**config.mk**
```make
export PLATFORM = sky130hd
export DESIGN_NAME = fp_div_top
export DESIGN_NICKNAME = d
export VERILOG_FILES = /design/src/hdl/fp_div_pkg.sv /design/src/hdl/fp_div_classify.sv /design/src/hdl/fp_div_mant_stage.sv /design/src/hdl/fp_div_pack.sv /design/src/hdl/fp_div_top.sv
export VERILOG_INCLUDE_DIRS = /design/src /design/src/hdl
export SDC_FILE = /design/constraint.sdc
export NUM_CORES = 2
export LEC_CHECK = 0
export BUFFER_PORTS_ARGS = -buffer_cell sky130_fd_sc_hd__buf_4
export CORE_ASPECT_RATIO = 0.7
export CORE_MARGIN = 2
export CORE_UTILIZATION = 45
export DETAILED_ROUTE_END_ITERATION = 6
export GPL_ROUTABILITY_DRIVEN = 0
export PLACE_DENSITY = 0.72
export SLEW_MARGIN = 15
export SYNTH_ARGS = -nofsm -noshare
export SYNTH_HDL_FRONTEND = slang
export SYNTH_SLANG_ARGS = --single-unit
```
**constraint.sdc**
```tcl
create_clock -name clk -period 39.7 [get_ports clk]
set_input_delay 5.955 -clock clk [delete_from_list [all_inputs] [get_ports clk]]
set_output_delay 5.955 -clock clk [all_outputs]
set_load 0.05 [all_outputs]
```
**src/hdl/fp_div_params.svh**
```systemverilog
`ifndef FP_DIV_PARAMS_SVH
`define FP_DIV_PARAMS_SVH

////////////////////////////////////////
// Single-precision field layout
////////////////////////////////////////

`define FP_EXP_W 8
`define FP_MAN_W 23
`define FP_BIAS 127
`define FP_EXP_MAX 255

////////////////////////////////////////
// Division pipeline split
////////////////////////////////////////

// Quotient bits, including the bit above the binary point
`define FP_QUOT_W 25

// FP_DIV_STAGES * FP_DIV_BITS must equal FP_QUOT_W
`define FP_DIV_BITS 5
`define FP_DIV_STAGES 5

`endif

```
**src/hdl/fp_div_pkg.sv**
```systemverilog
`default_nettype none

`include "fp_div_params.svh"

package fp_div_pkg;

    // Operation class, decided once in the first stage
    typedef enum logic [1:0]
    {
        CLASS_NORMAL,
        CLASS_ZERO,
        CLASS_EXCEPTION
    } op_class_t;

    // Significand with hidden bit
    typedef logic [`FP_MAN_W:0] sig_t;

    // Partial remainder, one bit wider than the significand
    typedef logic [`FP_MAN_W+1:0] rem_t;

    typedef logic [`FP_QUOT_W-1:0] quot_t;

    // Signed working exponent, covers ea - eb + bias
    typedef logic signed [`FP_EXP_W+1:0] exp_t;

endpackage

`default_nettype wire

```
**src/hdl/fp_div_classify.sv**
```systemverilog
`default_nettype none

`include "fp_div_params.svh"

module fp_div_classify
    import fp_div_pkg::*;
(
    input  wire logic                        clk,
    input  wire logic                        reset,
    input  wire logic                        in_valid,
    input  wire logic [`FP_EXP_W+`FP_MAN_W:0] a,
    input  wire logic [`FP_EXP_W+`FP_MAN_W:0] b,
    output logic                             out_valid,
    output logic                             sign,
    output exp_t                             exp_diff,
    output op_class_t                        op_class,
    output sig_t                             divisor,
    output rem_t                             rem,
    output quot_t                            quot
);

    localparam int SIGN_BIT = `FP_EXP_W + `FP_MAN_W;

    logic [`FP_EXP_W-1:0] a_exp;
    logic [`FP_EXP_W-1:0] b_exp;
    logic [`FP_MAN_W-1:0] a_frac;
    logic [`FP_MAN_W-1:0] b_frac;
    logic                 a_exp_max;
    logic                 b_exp_max;
    logic                 a_zero;
    logic                 b_zero;
    op_class_t            class_next;

    ////////////////////////////////////////
    // Field split and operand checks
    ////////////////////////////////////////

    assign a_exp  = a[SIGN_BIT-1:`FP_MAN_W];
    assign b_exp  = b[SIGN_BIT-1:`FP_MAN_W];
    assign a_frac = a[`FP_MAN_W-1:0];
    assign b_frac = b[`FP_MAN_W-1:0];

    assign a_exp_max = (a_exp == `FP_EXP_W'(`FP_EXP_MAX));
    assign b_exp_max = (b_exp == `FP_EXP_W'(`FP_EXP_MAX));

    // No denormals, zero exponent means zero
    assign a_zero = (a_exp == '0);
    assign b_zero = (b_exp == '0);

    always_comb
    begin
        if (a_exp_max || b_exp_max || b_zero)
            class_next = CLASS_EXCEPTION;
        else if (a_zero)
            class_next = CLASS_ZERO;
        else
            class_next = CLASS_NORMAL;
    end

    ////////////////////////////////////////
    // Stage registers
    ////////////////////////////////////////

    always_ff @(posedge clk)
    begin
        if (reset)
            out_valid <= 1'b0;
        else
            out_valid <= in_valid;
    end

    always_ff @(posedge clk)
    begin
        sign     <= a[SIGN_BIT] ^ b[SIGN_BIT];
        exp_diff <= exp_t'({2'b00, a_exp}) - exp_t'({2'b00, b_exp});
        op_class <= class_next;
        // Hidden bit set on both
        divisor  <= {1'b1, b_frac};
        rem      <= {2'b01, a_frac};
        quot     <= '0;
    end

endmodule

`default_nettype wire

```
**src/hdl/fp_div_mant_stage.sv**
```systemverilog
`default_nettype none

`include "fp_div_params.svh"

module fp_div_mant_stage
    import fp_div_pkg::*;
#(
    parameter int BITS = `FP_DIV_BITS
)
(
    input  wire logic      clk,
    input  wire logic      reset,
    input  wire logic      in_valid,
    input  wire logic      in_sign,
    input  wire exp_t      in_exp_diff,
    input  wire op_class_t in_op_class,
    input  wire sig_t      in_divisor,
    input  wire rem_t      in_rem,
    input  wire quot_t     in_quot,
    output logic           out_valid,
    output logic           out_sign,
    output exp_t           out_exp_diff,
    output op_class_t      out_op_class,
    output sig_t           out_divisor,
    output rem_t           out_rem,
    output quot_t          out_quot
);

    localparam int REM_W = $bits(rem_t);

    logic [REM_W:0] diff;
    logic           q_bit;
    rem_t           rem_next;
    quot_t          quot_next;

    ////////////////////////////////////////
    // Restoring steps
    ////////////////////////////////////////

    always_comb
    begin
        rem_next  = in_rem;
        quot_next = in_quot;
        diff      = '0;
        q_bit     = 1'b0;
        for (int i = 0; i < BITS; i++)
        begin
            // Trial subtract, top bit is the borrow
            diff  = {1'b0, rem_next} - {2'b00, in_divisor};
            q_bit = ~diff[REM_W];
            if (q_bit)
                rem_next = diff[REM_W-1:0];
            // Remainder below divisor here, so no bit is lost
            rem_next  = {rem_next[REM_W-2:0], 1'b0};
            quot_next = {quot_next[`FP_QUOT_W-2:0], q_bit};
        end
    end

    ////////////////////////////////////////
    // Stage registers
    ////////////////////////////////////////

    always_ff @(posedge clk)
    begin
        if (reset)
            out_valid <= 1'b0;
        else
            out_valid <= in_valid;
    end

    always_ff @(posedge clk)
    begin
        out_sign     <= in_sign;
        out_exp_diff <= in_exp_diff;
        out_op_class <= in_op_class;
        out_divisor  <= in_divisor;
        out_rem      <= rem_next;
        out_quot     <= quot_next;
    end

    // Remainder stays bounded across the whole chain of stages
    rem_bound_a: assert property (
        @(posedge clk) disable iff (reset)
        out_valid |-> (out_rem < {out_divisor, 1'b0})
    )
    else
        $error("division remainder out of range");

endmodule

`default_nettype wire

```
**src/hdl/fp_div_pack.sv**
```systemverilog
`default_nettype none

`include "fp_div_params.svh"

module fp_div_pack
    import fp_div_pkg::*;
(
    input  wire logic                   clk,
    input  wire logic                   reset,
    input  wire logic                   in_valid,
    input  wire logic                   in_sign,
    input  wire exp_t                   in_exp_diff,
    input  wire op_class_t              in_op_class,
    input  wire quot_t                  in_quot,
    output logic                        out_valid,
    output logic [`FP_EXP_W+`FP_MAN_W:0] result,
    output logic                        exception,
    output logic                        overflow,
    output logic                        underflow
);

    logic                          norm_hi;
    logic [`FP_MAN_W-1:0]          frac;
    exp_t                          exp_res;
    logic                          ovf;
    logic                          unf;
    logic [`FP_EXP_W+`FP_MAN_W:0]  result_next;

    ////////////////////////////////////////
    // Normalize and adjust exponent
    ////////////////////////////////////////

    // Quotient lies in (0.5, 2), one bit of shift at most
    assign norm_hi = in_quot[`FP_QUOT_W-1];
    assign frac    = norm_hi ? in_quot[`FP_QUOT_W-2:1] : in_quot[`FP_QUOT_W-3:0];
    assign exp_res = in_exp_diff + (norm_hi ? exp_t'(`FP_BIAS) : exp_t'(`FP_BIAS - 1));

    assign ovf = (in_op_class == CLASS_NORMAL) && (exp_res >= exp_t'(`FP_EXP_MAX));
    assign unf = (in_op_class == CLASS_NORMAL) && (exp_res <= exp_t'(0));

    always_comb
    begin
        case (in_op_class)
            CLASS_EXCEPTION:
                result_next = '1;
            CLASS_ZERO:
                result_next = {in_sign, {(`FP_EXP_W + `FP_MAN_W){1'b0}}};
            default:
            begin
                if (ovf)
                    // Saturate to signed infinity
                    result_next = {in_sign, {`FP_EXP_W{1'b1}}, {`FP_MAN_W{1'b0}}};
                else if (unf)
                    result_next = {in_sign, {(`FP_EXP_W + `FP_MAN_W){1'b0}}};
                else
                    result_next = {in_sign, exp_res[`FP_EXP_W-1:0], frac};
            end
        endcase
    end

    ////////////////////////////////////////
    // Output registers
    ////////////////////////////////////////

    always_ff @(posedge clk)
    begin
        if (reset)
        begin
            out_valid <= 1'b0;
            exception <= 1'b0;
            overflow  <= 1'b0;
            underflow <= 1'b0;
        end
        else
        begin
            out_valid <= in_valid;
            exception <= in_valid && (in_op_class == CLASS_EXCEPTION);
            overflow  <= in_valid && ovf;
            underflow <= in_valid && unf;
        end
    end

    always_ff @(posedge clk)
    begin
        result <= result_next;
    end

    flags_excl_a: assert property (
        @(posedge clk) disable iff (reset)
        !(overflow && underflow)
    )
    else
        $error("overflow and underflow both set");

    // Flag and word come from different paths of the select
    exc_word_a: assert property (
        @(posedge clk) disable iff (reset)
        exception |-> (out_valid && (result == '1))
    )
    else
        $error("exception without all-ones result");

endmodule

`default_nettype wire

```
**src/hdl/fp_div_top.sv**
```systemverilog
`default_nettype none

`include "fp_div_params.svh"

module fp_div_top
    import fp_div_pkg::*;
(
    input  wire logic                        clk,
    input  wire logic                        reset,
    input  wire logic                        in_valid,
    input  wire logic [`FP_EXP_W+`FP_MAN_W:0] a,
    input  wire logic [`FP_EXP_W+`FP_MAN_W:0] b,
    output logic                             out_valid,
    output logic [`FP_EXP_W+`FP_MAN_W:0]     result,
    output logic                             exception,
    output logic                             overflow,
    output logic                             underflow
);

    // Index 0 is the classify output, index N the last division stage
    logic      st_valid    [0:`FP_DIV_STAGES];
    logic      st_sign     [0:`FP_DIV_STAGES];
    exp_t      st_exp_diff [0:`FP_DIV_STAGES];
    op_class_t st_op_class [0:`FP_DIV_STAGES];
    sig_t      st_divisor  [0:`FP_DIV_STAGES];
    rem_t      st_rem      [0:`FP_DIV_STAGES];
    quot_t     st_quot     [0:`FP_DIV_STAGES];

    ////////////////////////////////////////
    // Unpack and classify
    ////////////////////////////////////////

    fp_div_classify u_classify
    (
        .clk       (clk),
        .reset     (reset),
        .in_valid  (in_valid),
        .a         (a),
        .b         (b),
        .out_valid (st_valid[0]),
        .sign      (st_sign[0]),
        .exp_diff  (st_exp_diff[0]),
        .op_class  (st_op_class[0]),
        .divisor   (st_divisor[0]),
        .rem       (st_rem[0]),
        .quot      (st_quot[0])
    );

    ////////////////////////////////////////
    // Significand division
    ////////////////////////////////////////

    for (genvar i = 0; i < `FP_DIV_STAGES; i++)
    begin : g_div
        fp_div_mant_stage
        #(
            .BITS (`FP_DIV_BITS)
        )
        u_stage
        (
            .clk          (clk),
            .reset        (reset),
            .in_valid     (st_valid[i]),
            .in_sign      (st_sign[i]),
            .in_exp_diff  (st_exp_diff[i]),
            .in_op_class  (st_op_class[i]),
            .in_divisor   (st_divisor[i]),
            .in_rem       (st_rem[i]),
            .in_quot      (st_quot[i]),
            .out_valid    (st_valid[i+1]),
            .out_sign     (st_sign[i+1]),
            .out_exp_diff (st_exp_diff[i+1]),
            .out_op_class (st_op_class[i+1]),
            .out_divisor  (st_divisor[i+1]),
            .out_rem      (st_rem[i+1]),
            .out_quot     (st_quot[i+1])
        );
    end

    ////////////////////////////////////////
    // Normalize and pack
    ////////////////////////////////////////

    fp_div_pack u_pack
    (
        .clk         (clk),
        .reset       (reset),
        .in_valid    (st_valid[`FP_DIV_STAGES]),
        .in_sign     (st_sign[`FP_DIV_STAGES]),
        .in_exp_diff (st_exp_diff[`FP_DIV_STAGES]),
        .in_op_class (st_op_class[`FP_DIV_STAGES]),
        .in_quot     (st_quot[`FP_DIV_STAGES]),
        .out_valid   (out_valid),
        .result      (result),
        .exception   (exception),
        .overflow    (overflow),
        .underflow   (underflow)
    );

endmodule

`default_nettype wire

```
==> metrics.md <==
| Metric | Value |
|---|---|
| Status | finished, final reports clean |
| CTS clk-pin slew, worst paths | 0.07 ns |
| Asr flop ratio synth | 0% |
| Worst Max-Slew Pin Slew | 1.10 ns |
| Clock sinks | 423 |
| Worst Skew | 0.0365 ns |
| Count leader, synth | ha_1 |
| Syn. warnings | 0 |
| Boundary pin count | 103 |
| # resized after CTS | 0 |
| R2r endpoint | g_div[0].u_stage.out_rem[6]$_DFF_P_ |
| Clk_lat worst skew | 0.63 ns |
| CTS buffer count | 47 |
| Worst EP required | 40.19 ns |
| Root Driver | clkbuf_16 |
| Drt initial violations | 4082 |
| R2R setup slack | 19.56 ns |
| Avg Vias per Cell | 5.87 |
| Worst path max stage delay | 0.93 ns |
| Hold buffer count at CTS | 0 |
| Die boundary height | 259 microns |
| RSZ-0062 raised after global routing | false |
| Hold Path End | g_div[3].u_stage.out_quot[9]$_DFF_P_ |
| FMAX | 0.0497 GHz |
| H-tree Lvls | 2 |
| Final Cycle Share | 50.7% |
| Post-synth top area share | 20.2% |
| Final hold viol count | 0 |
| Setup bufs post-CTS | 0 |
| Die Footprint | 95400 sq um |
| Syn_nets | 5742 |
| R2r worst-path depth | 66 |
| Crit Path Max Fanout | 33 |
| Post-Route WL | 116000 microns |
| Final ANT Viol Nets | 0 |
| Crit path launch type | flop |
| # rows | 93 |
| DRT Pass-1 Iters | 6 |
| Gr ovfl total | 0 |
| Fin. max-slew vios | 0 |
| Area contributors post-synth | dfxtp_1, ha_1, mux2_2 |
| Final nets | 5827 |
| Starting Density | 45.4% |
| Top cell type by total area after synthesis | dfxtp_1 |
| Layout area overhead | 8.85% |
| Die width | 368 microns |
| Synth Cell Area | 41800 sq um |
| Setup tns final | 0 ns |
| Avg Cell Area, Syn | 8.19 sq um |
| First-pass GRT wire length | 187000 microns |
| Core footprint | 92000 sq um |
| Avg WL per Cell | 18.0 microns |
| Largest net degree at the start of global routing | 41 |
| TritonCTS clock tree | built |
| MaxCap Viol Count | 0 |
| Number of synthesized register bits | 423 |
| # diodes | 0 |
| HPWL after DPL | 94900 microns |
| WS Path Type | reg -> reg |
| Sequential-to-total area share from yosys stat | 20.2% |
| Number of remaining DRC errors | 0 |
| Distinct cells, synth | 104 |
| Final min period | 20.14 ns |
| Crit. Startpoint | u_classify.divisor[0]$_DFF_P_ |
| Share of cells above drive strength 1 | 11.0% |
| Critical R2R Launch | u_classify.divisor[0]$_DFF_P_ |
| Post-synth top flop | dfxtp_1 |
| Critical path capture point type | flop |
| Worst hold slack | 0.322 ns |
| Rel. slew slack | 24.8% |
| Initial antenna violation count | 5 |
| Worst path slowest cell | a2111oi_0 |
| Hold Crit Depth | 0 |
| Gate Count Post-Synth | 5105 |
| CP arrival | 20.63 ns |
| Number of global-route vias before repair | 34.6k |
| EDFF count, synth | 0 |
| HP Start | g_div[2].u_stage.out_quot[4]$_DFF_P_ |
| GRT Overall Usage | 23.5% |
| CP most frequent cell | o21ai_0 |
| Clk buf depth | 3 |
| Via count | 37.9k |
| Top cells by count, synth | ha_1, a21oi_1, dfxtp_1 |
| Number of I/O port buffers | 102 |
| Worst hold-check path type | reg -> reg |
| Setup violations, final | 0 |
[per-stage QoR]
step / cell area, sq um / instances / setup slack, ns / utilization [%]
finish: 45500 / 6464 / 19.56 / 49.5
global route: 45500 / 6464 / 18.61 / 49.5
CTS: 45500 / 6464 / 20.33 / 49.5
detailed placement: 43900 / 6376 / 20.45 / 47.7
global placement: 43900 / 6376 / 20.81 / 47.7
floorplan: 41800 / 5105 / 24.62 / -
[how the worst max path moves through the flow]
stage / to / slack (ns) / depth (start not counted)
after floorplan: g_div[3].u_stage.out_rem[17]$_DFF_P_ / 24.62 / 65
final: g_div[0].u_stage.out_rem[6]$_DFF_P_ / 19.56 / 66
after detailed placement: g_div[0].u_stage.out_rem[22]$_DFF_P_ / 20.45 / 66
after global routing: g_div[0].u_stage.out_rem[19]$_DFF_P_ / 18.61 / 67
after global placement: g_div[0].u_stage.out_rem[19]$_DFF_P_ / 20.81 / 66
after CTS: g_div[0].u_stage.out_rem[22]$_DFF_P_ / 20.33 / 66
[logic make-up (layout without fill, tap and decap cells)]
logic type	count (synthesis)	after routing	share of synthesized area, %
AND/OR/NAND/NOR	1311	1311	15.0
buffers and inverters	392	516	3.72
flip-flops	423	423	20.2
XOR/XNOR	440	440	9.21
adder cells (fa/ha/maj)	570	570	17.2
multiplexers	353	353	9.37
AO/OA/AOI/OAI	1616	1616	25.2
[final cells by class]
type	count	area [sq um]
fillers	8697	46500
inverters	296	1110
clock buffers	59	1320
repair buffers	132	991
flip-flops and latches	423	8470
multi-input cells	4290	31800
clock inverters	29	275
well taps	1235	1550
[metal layers]
layer  wire (microns)  track usage (%)  vias to the layer above
met5               13                0                        -
met4             1730             4.39                        2
met1            61200             38.3                    17600
li1                 -                -                    18900
met3            11700             4.81                       94
met2            41400             30.8                     1389
[layout by cell type (no fill, tap or decap), drive strengths merged, types with 53 or more instances in the layout]
cell type	netlist	final
buf	41	132
nand2b	84	84
and3	53	53
ha	563	563
nor3	93	93
mux2	296	296
a21o	192	192
nor2	379	379
o21ai	359	359
a21oi	444	444
o21bai	69	69
o21a	119	119
nand3	83	83
xnor2	314	314
mux2i	57	57
nand2	338	338
dfxtp	423	423
inv	294	298
xor2	126	126
a31oi	53	53
clkbuf	55	59
nor2b	83	83
[state kept, by name, summed over array words and instances (netlist names)]
signal	flops
g_div.u_stage.out_rem	96
g_div.u_stage.out_divisor	92
g_div.u_stage.out_quot	75
g_div.u_stage.out_exp_diff	45
u_pack.result	32
u_classify.divisor	23
u_classify.rem	23
g_div.u_stage.out_op_class	10
u_classify.exp_diff	9
g_div.u_stage.out_sign	5
g_div.u_stage.out_valid	5
u_classify.op_class	2
u_classify.out_valid	1
u_classify.sign	1
u_pack.exception	1
u_pack.out_valid	1
u_pack.overflow	1
u_pack.underflow	1
[critical path: cells and delay by family (launching register included)]
family | cells | cell delay, ns
buffers and inverters | 6 | 2.04
multiplexers | 4 | 1.18
adder cells (fa/ha/maj) | 6 | 1.79
AND/OR/NAND/NOR | 13 | 2.99
flip-flops | 1 | 0.68
AO/OA/AOI/OAI | 37 | 11.23
Power is left out: the tool's default activity adds up to more than one toggle a clock period on the data nets, which glitch-free logic cannot reach.
